[src/rtl/tx_cfg_pkg.sv]
`default_nettype none

package tx_cfg_pkg;

  // ------------------------------
  // transmit datapath
  // ------------------------------
  localparam int DATA_W = 64;                        // one beat on the tx port
  localparam int KEEP_W = DATA_W / 8;
  localparam int DW_W   = 32;

  localparam logic [KEEP_W-1:0] KEEP_ALL = 8'hFF;
  localparam logic [KEEP_W-1:0] KEEP_LO  = 8'h0F;    // dword 0 only

  // ------------------------------
  // dma write burst
  // ------------------------------
  localparam int WR_BURST_BYTES = 128;
  localparam int WR_BURST_DW    = WR_BURST_BYTES / 4;
  localparam int WR_BURST_WORDS = WR_BURST_BYTES / (DATA_W / 8);
  localparam int WR_BURST_BEATS = WR_BURST_WORDS + 2; // header, addr shift
  localparam int WR_CNT_W       = $clog2(WR_BURST_BEATS);

  // owner of the tx port
  typedef enum logic [2:0] {
    SRC_NONE,
    SRC_CPL,
    SRC_RD,
    SRC_WR,
    SRC_INTR
  } tx_src_e;

endpackage

`default_nettype wire

[src/rtl/tlp_pkg.sv]
`default_nettype none

package tlp_pkg;

  // ------------------------------
  // fmt/type codes, 3dw headers
  // ------------------------------
  localparam logic [6:0] FT_CPLD = 7'h4A;
  localparam logic [6:0] FT_MRD  = 7'h00;
  localparam logic [6:0] FT_MWR  = 7'h40;

  // ------------------------------
  // header fields
  // ------------------------------
  localparam int LEN_W     = 10;                     // length in dwords
  localparam int TAG_W     = 8;
  localparam int ID_W      = 16;                     // bus/dev/func
  localparam int BCNT_W    = 12;                     // byte count
  localparam int LOWADDR_W = 7;

  localparam logic [7:0]        BE_ALL        = 8'hFF;  // last and first BE
  localparam logic [2:0]        CPL_STATUS_SC = 3'b000; // successful completion
  localparam logic [BCNT_W-1:0] CPL_BYTE_CNT  = 12'd4;

  // common first header dword
  function automatic logic [31:0] tlp_dw0(
    input logic [6:0]       ft,
    input logic [2:0]       tc,
    input logic             td,
    input logic             ep,
    input logic [1:0]       attr,
    input logic [LEN_W-1:0] len
  );
    return {1'b0, ft, 1'b0, tc, 4'b0000, td, ep, attr, 2'b00, len};
  endfunction

  // second dword of a memory request
  function automatic logic [31:0] tlp_req_dw1(
    input logic [ID_W-1:0]  req_id,
    input logic [TAG_W-1:0] tag
  );
    return {req_id, tag, BE_ALL};
  endfunction

endpackage

`default_nettype wire

[src/rtl/tx_arbiter.sv]
`timescale 1ns/100ps
`default_nettype none

module tx_arbiter (
  input  wire                 clk_i,
  input  wire                 rst_n,
  input  wire                 cpl_req_valid_i,
  input  wire                 rd_req_valid_i,
  input  wire                 wr_fifo_avail_i,
  input  wire                 intr_req_i,
  input  wire                 pkt_done_i,
  output tx_cfg_pkg::tx_src_e grant_o
);

  import tx_cfg_pkg::*;

  tx_src_e next_src;
  logic    intr_hold;                                // intr done still visible to source

  // ------------------------------
  // fixed priority pick
  // ------------------------------
  always_comb
  begin
    if (cpl_req_valid_i)
    begin
      next_src = SRC_CPL;
    end
    else if (rd_req_valid_i)
    begin
      next_src = SRC_RD;
    end
    else if (wr_fifo_avail_i)
    begin
      next_src = SRC_WR;                             // full burst waiting
    end
    else if (intr_req_i && !intr_hold)
    begin
      next_src = SRC_INTR;
    end
    else
    begin
      next_src = SRC_NONE;
    end
  end

  // ------------------------------
  // grant register
  // ------------------------------
  always_ff @(posedge clk_i)
  begin
    if (!rst_n)
    begin
      grant_o   <= SRC_NONE;
      intr_hold <= 1'b0;
    end
    else
    begin
      intr_hold <= pkt_done_i && (grant_o == SRC_INTR);
      if (grant_o != SRC_NONE)
      begin
        if (pkt_done_i)
        begin
          grant_o <= SRC_NONE;                       // one idle cycle between packets
        end
      end
      else
      begin
        grant_o <= next_src;
      end
    end
  end

endmodule

`default_nettype wire

[src/rtl/tlp_short_gen.sv]
`timescale 1ns/100ps
`default_nettype none

module tlp_short_gen (
  input  wire                                clk_i,
  input  wire                                rst_n,
  input  wire tx_cfg_pkg::tx_src_e           grant_i,
  input  wire [2:0]                          cpl_tc_i,
  input  wire                                cpl_td_i,
  input  wire                                cpl_ep_i,
  input  wire [1:0]                          cpl_attr_i,
  input  wire [tlp_pkg::LEN_W-1:0]           cpl_len_i,
  input  wire [tlp_pkg::ID_W-1:0]            cpl_rid_i,
  input  wire [tlp_pkg::TAG_W-1:0]           cpl_tag_i,
  input  wire [tlp_pkg::LOWADDR_W-1:0]       cpl_lower_addr_i,
  input  wire [tx_cfg_pkg::DW_W-1:0]         reg_data_i,
  input  wire [tx_cfg_pkg::DW_W-1:0]         rd_req_addr_i,
  input  wire [tlp_pkg::BCNT_W-1:0]          rd_req_len_i,
  input  wire [tlp_pkg::TAG_W-1:0]           rd_req_tag_i,
  input  wire [tlp_pkg::ID_W-1:0]            completer_id_i,
  input  wire                                beat_ready_i,
  output logic                               beat_valid_o,
  output logic [tx_cfg_pkg::DATA_W-1:0]      beat_data_o,
  output logic [tx_cfg_pkg::KEEP_W-1:0]      beat_keep_o,
  output logic                               beat_last_o,
  output logic                               cpl_req_ready_o,
  output logic                               rd_req_ready_o,
  output logic                               done_o
);

  import tx_cfg_pkg::*;
  import tlp_pkg::*;

  logic beat_idx;                                    // 0 header, 1 tail
  logic is_cpl;
  logic xfer;

  assign is_cpl          = (grant_i == SRC_CPL);
  assign beat_valid_o    = is_cpl || (grant_i == SRC_RD);
  assign xfer            = beat_valid_o && beat_ready_i;
  assign beat_last_o     = beat_idx;
  assign done_o          = xfer && beat_idx;
  assign cpl_req_ready_o = done_o && is_cpl;
  assign rd_req_ready_o  = done_o && !is_cpl;

  always_ff @(posedge clk_i)
  begin
    if (!rst_n)
    begin
      beat_idx <= 1'b0;
    end
    else if (xfer)
    begin
      beat_idx <= !beat_idx;                         // wraps after the tail
    end
  end

  always_comb
  begin
    beat_keep_o = KEEP_ALL;
    if (is_cpl)
    begin
      if (!beat_idx)
      begin
        beat_data_o = {completer_id_i, CPL_STATUS_SC, 1'b0, CPL_BYTE_CNT,
                       tlp_dw0(FT_CPLD, cpl_tc_i, cpl_td_i, cpl_ep_i, cpl_attr_i, cpl_len_i)};
      end
      else
      begin
        beat_data_o = {reg_data_i, cpl_rid_i, cpl_tag_i, 1'b0, cpl_lower_addr_i};
      end
    end
    else if (!beat_idx)
    begin
      beat_data_o = {tlp_req_dw1(completer_id_i, rd_req_tag_i),
                     tlp_dw0(FT_MRD, 3'b000, 1'b0, 1'b0, 2'b00, rd_req_len_i[BCNT_W-1:2])};
    end
    else
    begin
      beat_data_o = {{DW_W{1'b0}}, rd_req_addr_i};   // 32-bit address only
      beat_keep_o = KEEP_LO;
    end
  end

endmodule

`default_nettype wire

[src/rtl/wr_burst_packer.sv]
`timescale 1ns/100ps
`default_nettype none

module wr_burst_packer (
  input  wire                            clk_i,
  input  wire                            rst_n,
  input  wire tx_cfg_pkg::tx_src_e       grant_i,
  input  wire [tlp_pkg::ID_W-1:0]        completer_id_i,
  input  wire                            wr_addr_load_i,
  input  wire [tx_cfg_pkg::DW_W-1:0]     wr_base_addr_i,
  input  wire [tx_cfg_pkg::DATA_W-1:0]   wr_fifo_data_i,
  output logic                           wr_fifo_pop_o,
  input  wire                            beat_ready_i,
  output logic                           beat_valid_o,
  output logic [tx_cfg_pkg::DATA_W-1:0]  beat_data_o,
  output logic [tx_cfg_pkg::KEEP_W-1:0]  beat_keep_o,
  output logic                           beat_last_o,
  output logic                           done_o
);

  import tx_cfg_pkg::*;
  import tlp_pkg::*;

  logic [WR_CNT_W-1:0] beat_cnt;
  logic [DW_W-1:0]     addr_q;                       // system memory address
  logic [DW_W-1:0]     hi_q;                         // upper dword of the last popped word
  logic                xfer;
  logic                word_beat;

  assign beat_valid_o  = (grant_i == SRC_WR);
  assign xfer          = beat_valid_o && beat_ready_i;
  assign beat_last_o   = (beat_cnt == WR_CNT_W'(WR_BURST_BEATS - 1));
  assign word_beat     = (beat_cnt != '0) && !beat_last_o; // beats 1..16
  assign wr_fifo_pop_o = xfer && word_beat;
  assign done_o        = xfer && beat_last_o;

  // ------------------------------
  // beat counter
  // ------------------------------
  always_ff @(posedge clk_i)
  begin
    if (!rst_n)
    begin
      beat_cnt <= '0;
    end
    else if (xfer)
    begin
      beat_cnt <= beat_last_o ? '0 : beat_cnt + 1'b1;
    end
  end

  always_ff @(posedge clk_i)
  begin
    if (wr_addr_load_i)
    begin
      addr_q <= wr_base_addr_i;
    end
    else if (done_o)
    begin
      addr_q <= addr_q + DW_W'(WR_BURST_BYTES);      // next 128 byte block
    end
    if (wr_fifo_pop_o)
    begin
      hi_q <= wr_fifo_data_i[DATA_W-1:DW_W];
    end
  end

  // ------------------------------
  // dword realignment
  // ------------------------------
  always_comb
  begin
    beat_keep_o = KEEP_ALL;
    if (beat_cnt == '0)
    begin
      beat_data_o = {tlp_req_dw1(completer_id_i, {TAG_W{1'b0}}),
                     tlp_dw0(FT_MWR, 3'b000, 1'b0, 1'b0, 2'b00, LEN_W'(WR_BURST_DW))};
    end
    else if (beat_cnt == WR_CNT_W'(1))
    begin
      beat_data_o = {wr_fifo_data_i[DW_W-1:0], addr_q};  // addr sits in dword 2 of the header
    end
    else if (beat_last_o)
    begin
      beat_data_o = {{DW_W{1'b0}}, hi_q};
      beat_keep_o = KEEP_LO;
    end
    else
    begin
      beat_data_o = {wr_fifo_data_i[DW_W-1:0], hi_q};
    end
  end

endmodule

`default_nettype wire

[src/rtl/intr_sender.sv]
`timescale 1ns/100ps
`default_nettype none

module intr_sender (
  input  wire                      clk_i,
  input  wire                      rst_n,
  input  wire tx_cfg_pkg::tx_src_e grant_i,
  input  wire                      cfg_interrupt_rdy_i,
  output logic                     cfg_interrupt_o,
  output logic                     intr_done_o,
  output logic                     done_o
);

  import tx_cfg_pkg::*;

  typedef enum logic [1:0] {
    ST_IDLE,
    ST_WAIT_RDY,
    ST_DONE
  } intr_state_e;

  intr_state_e state;

  assign cfg_interrupt_o = (state == ST_WAIT_RDY);
  assign intr_done_o     = (state == ST_DONE);
  assign done_o          = intr_done_o;              // also frees the arbiter

  always_ff @(posedge clk_i)
  begin
    if (!rst_n)
    begin
      state <= ST_IDLE;
    end
    else
    begin
      case (state)
        ST_IDLE:     if (grant_i == SRC_INTR) state <= ST_WAIT_RDY;
        ST_WAIT_RDY: if (cfg_interrupt_rdy_i) state <= ST_DONE;
        default:     state <= ST_IDLE;               // grant drops on this edge
      endcase
    end
  end

endmodule

`default_nettype wire

[src/rtl/tx_out_stage.sv]
`timescale 1ns/100ps
`default_nettype none

module tx_out_stage (
  input  wire                            clk_i,
  input  wire                            rst_n,
  input  wire tx_cfg_pkg::tx_src_e       grant_i,
  input  wire                            short_valid_i,
  input  wire [tx_cfg_pkg::DATA_W-1:0]   short_data_i,
  input  wire [tx_cfg_pkg::KEEP_W-1:0]   short_keep_i,
  input  wire                            short_last_i,
  input  wire                            wr_valid_i,
  input  wire [tx_cfg_pkg::DATA_W-1:0]   wr_data_i,
  input  wire [tx_cfg_pkg::KEEP_W-1:0]   wr_keep_i,
  input  wire                            wr_last_i,
  input  wire                            s_axis_tx_tready_i,
  output logic                           beat_ready_o,
  output logic [tx_cfg_pkg::DATA_W-1:0]  s_axis_tx_tdata_o,
  output logic [tx_cfg_pkg::KEEP_W-1:0]  s_axis_tx_tkeep_o,
  output logic                           s_axis_tx_tlast_o,
  output logic                           s_axis_tx_tvalid_o
);

  import tx_cfg_pkg::*;

  logic              sel_valid;
  logic [DATA_W-1:0] sel_data;
  logic [KEEP_W-1:0] sel_keep;
  logic              sel_last;

  always_comb
  begin
    case (grant_i)
      SRC_CPL, SRC_RD:
      begin
        sel_valid = short_valid_i;
        sel_data  = short_data_i;
        sel_keep  = short_keep_i;
        sel_last  = short_last_i;
      end
      SRC_WR:
      begin
        sel_valid = wr_valid_i;
        sel_data  = wr_data_i;
        sel_keep  = wr_keep_i;
        sel_last  = wr_last_i;
      end
      default:
      begin
        sel_valid = 1'b0;                            // interrupt has no beats
        sel_data  = '0;
        sel_keep  = '0;
        sel_last  = 1'b0;
      end
    endcase
  end

  // register empty or being drained
  assign beat_ready_o = !s_axis_tx_tvalid_o || s_axis_tx_tready_i;

  always_ff @(posedge clk_i)
  begin
    if (!rst_n)
    begin
      s_axis_tx_tvalid_o <= 1'b0;
      s_axis_tx_tlast_o  <= 1'b0;
    end
    else if (beat_ready_o)
    begin
      s_axis_tx_tvalid_o <= sel_valid;
      s_axis_tx_tlast_o  <= sel_valid && sel_last;
    end
  end

  always_ff @(posedge clk_i)
  begin
    if (beat_ready_o && sel_valid)
    begin
      s_axis_tx_tdata_o <= sel_data;
      s_axis_tx_tkeep_o <= sel_keep;
    end
  end

endmodule

`default_nettype wire

[src/rtl/pcie_tx_top.sv]
`timescale 1ns/100ps
`default_nettype none

module pcie_tx_top (
  input  wire                            clk_i,
  input  wire                            rst_n,
  input  wire [tlp_pkg::ID_W-1:0]        completer_id_i,
  // completion request
  input  wire                            cpl_req_valid_i,
  output logic                           cpl_req_ready_o,
  input  wire [2:0]                      cpl_tc_i,
  input  wire                            cpl_td_i,
  input  wire                            cpl_ep_i,
  input  wire [1:0]                      cpl_attr_i,
  input  wire [tlp_pkg::LEN_W-1:0]       cpl_len_i,
  input  wire [tlp_pkg::ID_W-1:0]        cpl_rid_i,
  input  wire [tlp_pkg::TAG_W-1:0]       cpl_tag_i,
  input  wire [tlp_pkg::LOWADDR_W-1:0]   cpl_lower_addr_i,
  input  wire [tx_cfg_pkg::DW_W-1:0]     reg_data_i,
  // dma read request
  input  wire                            rd_req_valid_i,
  output logic                           rd_req_ready_o,
  input  wire [tx_cfg_pkg::DW_W-1:0]     rd_req_addr_i,
  input  wire [tlp_pkg::BCNT_W-1:0]      rd_req_len_i,
  input  wire [tlp_pkg::TAG_W-1:0]       rd_req_tag_i,
  // dma write fifo
  input  wire                            wr_fifo_avail_i,
  input  wire [tx_cfg_pkg::DATA_W-1:0]   wr_fifo_data_i,
  output logic                           wr_fifo_pop_o,
  input  wire                            wr_addr_load_i,
  input  wire [tx_cfg_pkg::DW_W-1:0]     wr_base_addr_i,
  // interrupt
  input  wire                            intr_req_i,
  output logic                           intr_done_o,
  output logic                           cfg_interrupt_o,
  input  wire                            cfg_interrupt_rdy_i,
  // axi-stream tx
  input  wire                            s_axis_tx_tready_i,
  output logic [tx_cfg_pkg::DATA_W-1:0]  s_axis_tx_tdata_o,
  output logic [tx_cfg_pkg::KEEP_W-1:0]  s_axis_tx_tkeep_o,
  output logic                           s_axis_tx_tlast_o,
  output logic                           s_axis_tx_tvalid_o
);

  import tx_cfg_pkg::*;

  tx_src_e           grant;
  logic              beat_ready;
  logic              short_valid, short_last, short_done;
  logic [DATA_W-1:0] short_data;
  logic [KEEP_W-1:0] short_keep;
  logic              wr_valid, wr_last, wr_done;
  logic [DATA_W-1:0] wr_data;
  logic [KEEP_W-1:0] wr_keep;
  logic              intr_done;

  tx_arbiter tx_arbiter_inst (
    .clk_i(clk_i), .rst_n(rst_n),
    .cpl_req_valid_i(cpl_req_valid_i), .rd_req_valid_i(rd_req_valid_i),
    .wr_fifo_avail_i(wr_fifo_avail_i), .intr_req_i(intr_req_i),
    .pkt_done_i(short_done | wr_done | intr_done), .grant_o(grant)
  );

  tlp_short_gen tlp_short_gen_inst (
    .clk_i(clk_i), .rst_n(rst_n), .grant_i(grant),
    .cpl_tc_i(cpl_tc_i), .cpl_td_i(cpl_td_i), .cpl_ep_i(cpl_ep_i), .cpl_attr_i(cpl_attr_i),
    .cpl_len_i(cpl_len_i), .cpl_rid_i(cpl_rid_i), .cpl_tag_i(cpl_tag_i),
    .cpl_lower_addr_i(cpl_lower_addr_i), .reg_data_i(reg_data_i),
    .rd_req_addr_i(rd_req_addr_i), .rd_req_len_i(rd_req_len_i), .rd_req_tag_i(rd_req_tag_i),
    .completer_id_i(completer_id_i), .beat_ready_i(beat_ready),
    .beat_valid_o(short_valid), .beat_data_o(short_data), .beat_keep_o(short_keep),
    .beat_last_o(short_last), .cpl_req_ready_o(cpl_req_ready_o),
    .rd_req_ready_o(rd_req_ready_o), .done_o(short_done)
  );

  wr_burst_packer wr_burst_packer_inst (
    .clk_i(clk_i), .rst_n(rst_n), .grant_i(grant), .completer_id_i(completer_id_i),
    .wr_addr_load_i(wr_addr_load_i), .wr_base_addr_i(wr_base_addr_i),
    .wr_fifo_data_i(wr_fifo_data_i), .wr_fifo_pop_o(wr_fifo_pop_o),
    .beat_ready_i(beat_ready), .beat_valid_o(wr_valid), .beat_data_o(wr_data),
    .beat_keep_o(wr_keep), .beat_last_o(wr_last), .done_o(wr_done)
  );

  intr_sender intr_sender_inst (
    .clk_i(clk_i), .rst_n(rst_n), .grant_i(grant), .cfg_interrupt_rdy_i(cfg_interrupt_rdy_i),
    .cfg_interrupt_o(cfg_interrupt_o), .intr_done_o(intr_done_o), .done_o(intr_done)
  );

  tx_out_stage tx_out_stage_inst (
    .clk_i(clk_i), .rst_n(rst_n), .grant_i(grant),
    .short_valid_i(short_valid), .short_data_i(short_data),
    .short_keep_i(short_keep), .short_last_i(short_last),
    .wr_valid_i(wr_valid), .wr_data_i(wr_data), .wr_keep_i(wr_keep), .wr_last_i(wr_last),
    .s_axis_tx_tready_i(s_axis_tx_tready_i), .beat_ready_o(beat_ready),
    .s_axis_tx_tdata_o(s_axis_tx_tdata_o), .s_axis_tx_tkeep_o(s_axis_tx_tkeep_o),
    .s_axis_tx_tlast_o(s_axis_tx_tlast_o), .s_axis_tx_tvalid_o(s_axis_tx_tvalid_o)
  );

endmodule

`default_nettype wire

[config.mk]
export PLATFORM = sky130hd
export DESIGN_NAME = pcie_tx_top
export DESIGN_NICKNAME = d
export VERILOG_FILES = /design/src/rtl/tx_cfg_pkg.sv /design/src/rtl/tlp_pkg.sv /design/src/rtl/tx_arbiter.sv /design/src/rtl/tlp_short_gen.sv /design/src/rtl/wr_burst_packer.sv /design/src/rtl/intr_sender.sv /design/src/rtl/tx_out_stage.sv /design/src/rtl/pcie_tx_top.sv
export SDC_FILE = /design/constraint.sdc
export NUM_CORES = 1
export LEC_CHECK = 0
export ABC_CLOCK_PERIOD_IN_PS = 8000
export BUFFER_PORTS_ARGS = -buffer_cell sky130_fd_sc_hd__buf_4
export CAP_MARGIN = 5
export CORE_MARGIN = 2
export CORE_UTILIZATION = 30
export CTS_CLUSTER_DIAMETER = 100
export DETAILED_ROUTE_END_ITERATION = 12
export RECOVER_POWER = 100
export SYNTH_ARGS = -nofsm -noshare
export SYNTH_HDL_FRONTEND = slang
export SYNTH_SLANG_ARGS = --single-unit
[constraint.sdc]
create_clock -name clk_i -period 8 [get_ports clk_i]
set_input_delay 0.8 -clock clk_i [delete_from_list [all_inputs] [get_ports clk_i]]
set_output_delay 0.8 -clock clk_i [all_outputs]
set_load 0.01 [all_outputs]
==> metrics.md <==
| Metric | Value |
|---|---|
| Outcome | finished, violations left |
| Violated checks | max-capacitance violations, max-slew violations |
| Nets@finish | 1174 |
| Worst IR Drop VDD | 0.000120 V |
| CORE AREA | 24200 um^2 |
| First-pass GRT wire length | 36100 um |
| Synthesized area | 7380 um^2 |
| Crit-path cells | clkbuf_1 > o21ai_1 > a221o_1 |
| GRT overflow | 0 |
| Cell class contributing the biggest share of worst-path delay | buffers and inverters |
| Skew-Pair Late Insertion Delay | 0.43 ns |
| Flops & latches, synth | 144 |
| Slew Limit Fails | 213 |
| Post-route ant nets | 0 |
| Worst path buffer plus inverter count | 1 |
| Async SR Flop Fraction | 0 |
| Cts bufs inserted | 17 |
| Vias per cell | 4.89 |
| CP endpoint kind | register |
| H-tree levels | 4 |
| Maximum clock path buffer count | 2 |
| First DRT Iteration DRCs | 405 |
| Post-Layout Cell Count | 1255 |
| Area growth, synth to finish | 41.2% |
| Final-layout fill cell count | 2368 |
| Hold_buf cts | 0 |
| Synth warnings | 0 |
| Initial DRT Pass Iterations | 4 |
| Unrepaired setup endpoints after global routing | false |
| Final Setup Violations | 0 |
| Root Buffer | clkbuf_16 |
| Cell count after synthesis | 611 |
| IO Count | 332 |
| PostCTS Resize Cnt | 0 |
| Routed wire per std cell | 19.4 um |
| Max stage delay on crit path | 2.34 ns |
| Reg area | 4180 um^2 |
| Cells after DPL | 1222 |
| Crit start category | register |
| Count of cell types in the netlist | 59 |
| Register clock-pin slew on the reported worst setup and hold paths | 0.06 ns |
| Final min period | 4.65 ns |
| DPL Wire Length | 17900 um |
| Relative max-transition margin | -1.21 |
| Area of the multi-input gates | 2940 um^2 |
| CTS tree | built |
| Commonest non-fill, non-tap cell in the layout | buf_4 |
| Arr. time, crit path | 4.82 ns |
| Setup TNS | 0 ns |
| Die area | 25900 um^2 |
| Buffers on Ports | 329 |
| Die height | 161 um |
| Initial antenna violation count | 1 |
| Starting density of the core | 0.304 |
| Gr usage total | 0.184 |
| Routed via count | 6143 |
| Power per cell area | 264 nW/um^2 |
| P_leak | 4.03 nW |
| Maxcap violations | 5 |
| Most frequent cells in the layout | 221 x buf_4, 130 x edfxtp_1, 89 x clkbuf_1 |
| Post-synth EDFFs | 130 |
| Fin crit share | 0.581 |
| Syn avg cell area | 12.1 um^2 |
| # clock sinks | 144 |
| Syn Nets | 868 |
| Postcts setup bufs | 0 |
| Vias in the first global route | 6279 |
| Clock Skews | 0.0137 ns |
| Max Fclk | 215 MHz |
| Routability cong. | 0.762 |
| Critical Path RT | 8.17 ns |
| Rows | 57 |
| Routed WL | 24300 um |
| Remaining DRCs | 0 |
| Largest net degree at the start of global routing | 64 |
| Register area share after synthesis | 0.567 |
| Die W | 161 um |
| Critical path's slowest cell | clkbuf_1 |
| Slew @ Worst Pin | 3.31 ns |
| Worst Hold Class | register to register |
| Crit path max fanout | 63 |
| Share of cells above drive strength 1 | 0.332 |
| Final Hold Vio Count | 0 |
| Critical path class | register to register |
| Top FF cell, synth | edfxtp_1 |
[Yosys cell counts, types with 9 or more instances]
cell / count / area, um^2
a21oi_1: 13 / 65.1
a221o_1: 14 / 140
a22oi_1: 10 / 75.1
a31oi_1: 15 / 93.8
and2_1: 11 / 68.8
and3_1: 16 / 100
buf_2: 10 / 50.1
clkbuf_1: 35 / 131
dfxtp_1: 14 / 280
edfxtp_1: 130 / 3900
inv_1: 9 / 33.8
mux2i_1: 53 / 531
mux4_2: 9 / 203
nand2_1: 47 / 176
nor2_1: 32 / 120
o21ai_0: 25 / 125
o22ai_1: 33 / 206
o31ai_1: 9 / 67.6
or4_1: 10 / 75.1
[routing by layer]
layer / global-route usage / up-vias / routed length, um
met5: 0 / - / 0
met4: 0.0609 / 0 / 374
met3: 0.0421 / 20 / 1500
met2: 0.321 / 219 / 12100
met1: 0.226 / 2913 / 10300
li1: - / 2991 / -
[report_power, final]
group          internal, W  total, W  switching [W]
Clock             0.000533  0.000860       0.000327
Sequential         0.00104   0.00110      0.0000629
Combinational     0.000313  0.000789       0.000476
[state kept, by name, summed over array words and instances, names as in the netlist, 2 cells and up]
name and count:
tx_out_stage_inst.s_axis_tx_tkeep_o 2, wr_burst_packer_inst.beat_cnt 5, wr_burst_packer_inst.addr_q 32, tx_out_stage_inst.s_axis_tx_tdata_o 64, intr_sender_inst.state 2, wr_burst_packer_inst.hi_q 32
tx_arbiter_inst.grant_o 3
[worst min-delay path: stages, from the launching register on]
cell	delay, ns
dfxtp_1	0.33
nand2_1	0.06
a21boi_0	0.06
[cell families after synthesis]
family	count (synthesis)	share of synthesized area
adder cells (fa/ha/maj)	4	0.00678
AO/OA/AOI/OAI	140	0.129
XOR/XNOR	15	0.0178
AND/OR/NAND/NOR	175	0.131
multiplexers	70	0.112
buffers and inverters	63	0.0378
flip-flops	144	0.567
[worst paths after layout]
path                                          from                                       to  slack [ns]  depth (start not counted)
setup / recovery    tlp_short_gen_inst.beat_last_o  tx_out_stage_inst.s_axis_tx_tdata_o[52]        3.35                          3
hold / removal    wr_burst_packer_inst.beat_cnt[1]         wr_burst_packer_inst.beat_cnt[1]        0.50                          2
setup reg to reg    tlp_short_gen_inst.beat_last_o  tx_out_stage_inst.s_axis_tx_tdata_o[52]        3.35                          3
hold reg to reg   wr_burst_packer_inst.beat_cnt[1]         wr_burst_packer_inst.beat_cnt[1]        0.50                          2
[layout make-up]
cell class                      instances  area share
Tap cell                              324      0.0389
Clock inverter                         12      0.0176
Multi-Input combinational cell        404       0.282
Sequential cell                       144       0.401
Antenna cell                            1    0.000240
Inverter                               10     0.00360
Clock buffer                           20      0.0428
Timing Repair Buffer                  340       0.214
[metrics by stage]
stage	power (W)	worst slack (ns)	util	hold slack (ns)	cell area, um^2
after floorplan	0.00159	2.06	-	0.466	7380
after global placement	0.00202	4.97	0.418	0.475	10100
after detailed placement	0.00202	4.96	0.418	0.495	10100
after CTS	0.00289	4.76	0.444	0.504	10800
after global routing	0.00288	2.75	0.430	0.537	10400
final	0.00275	3.35	0.430	0.499	10400
(Power assumes the default switching activity.)
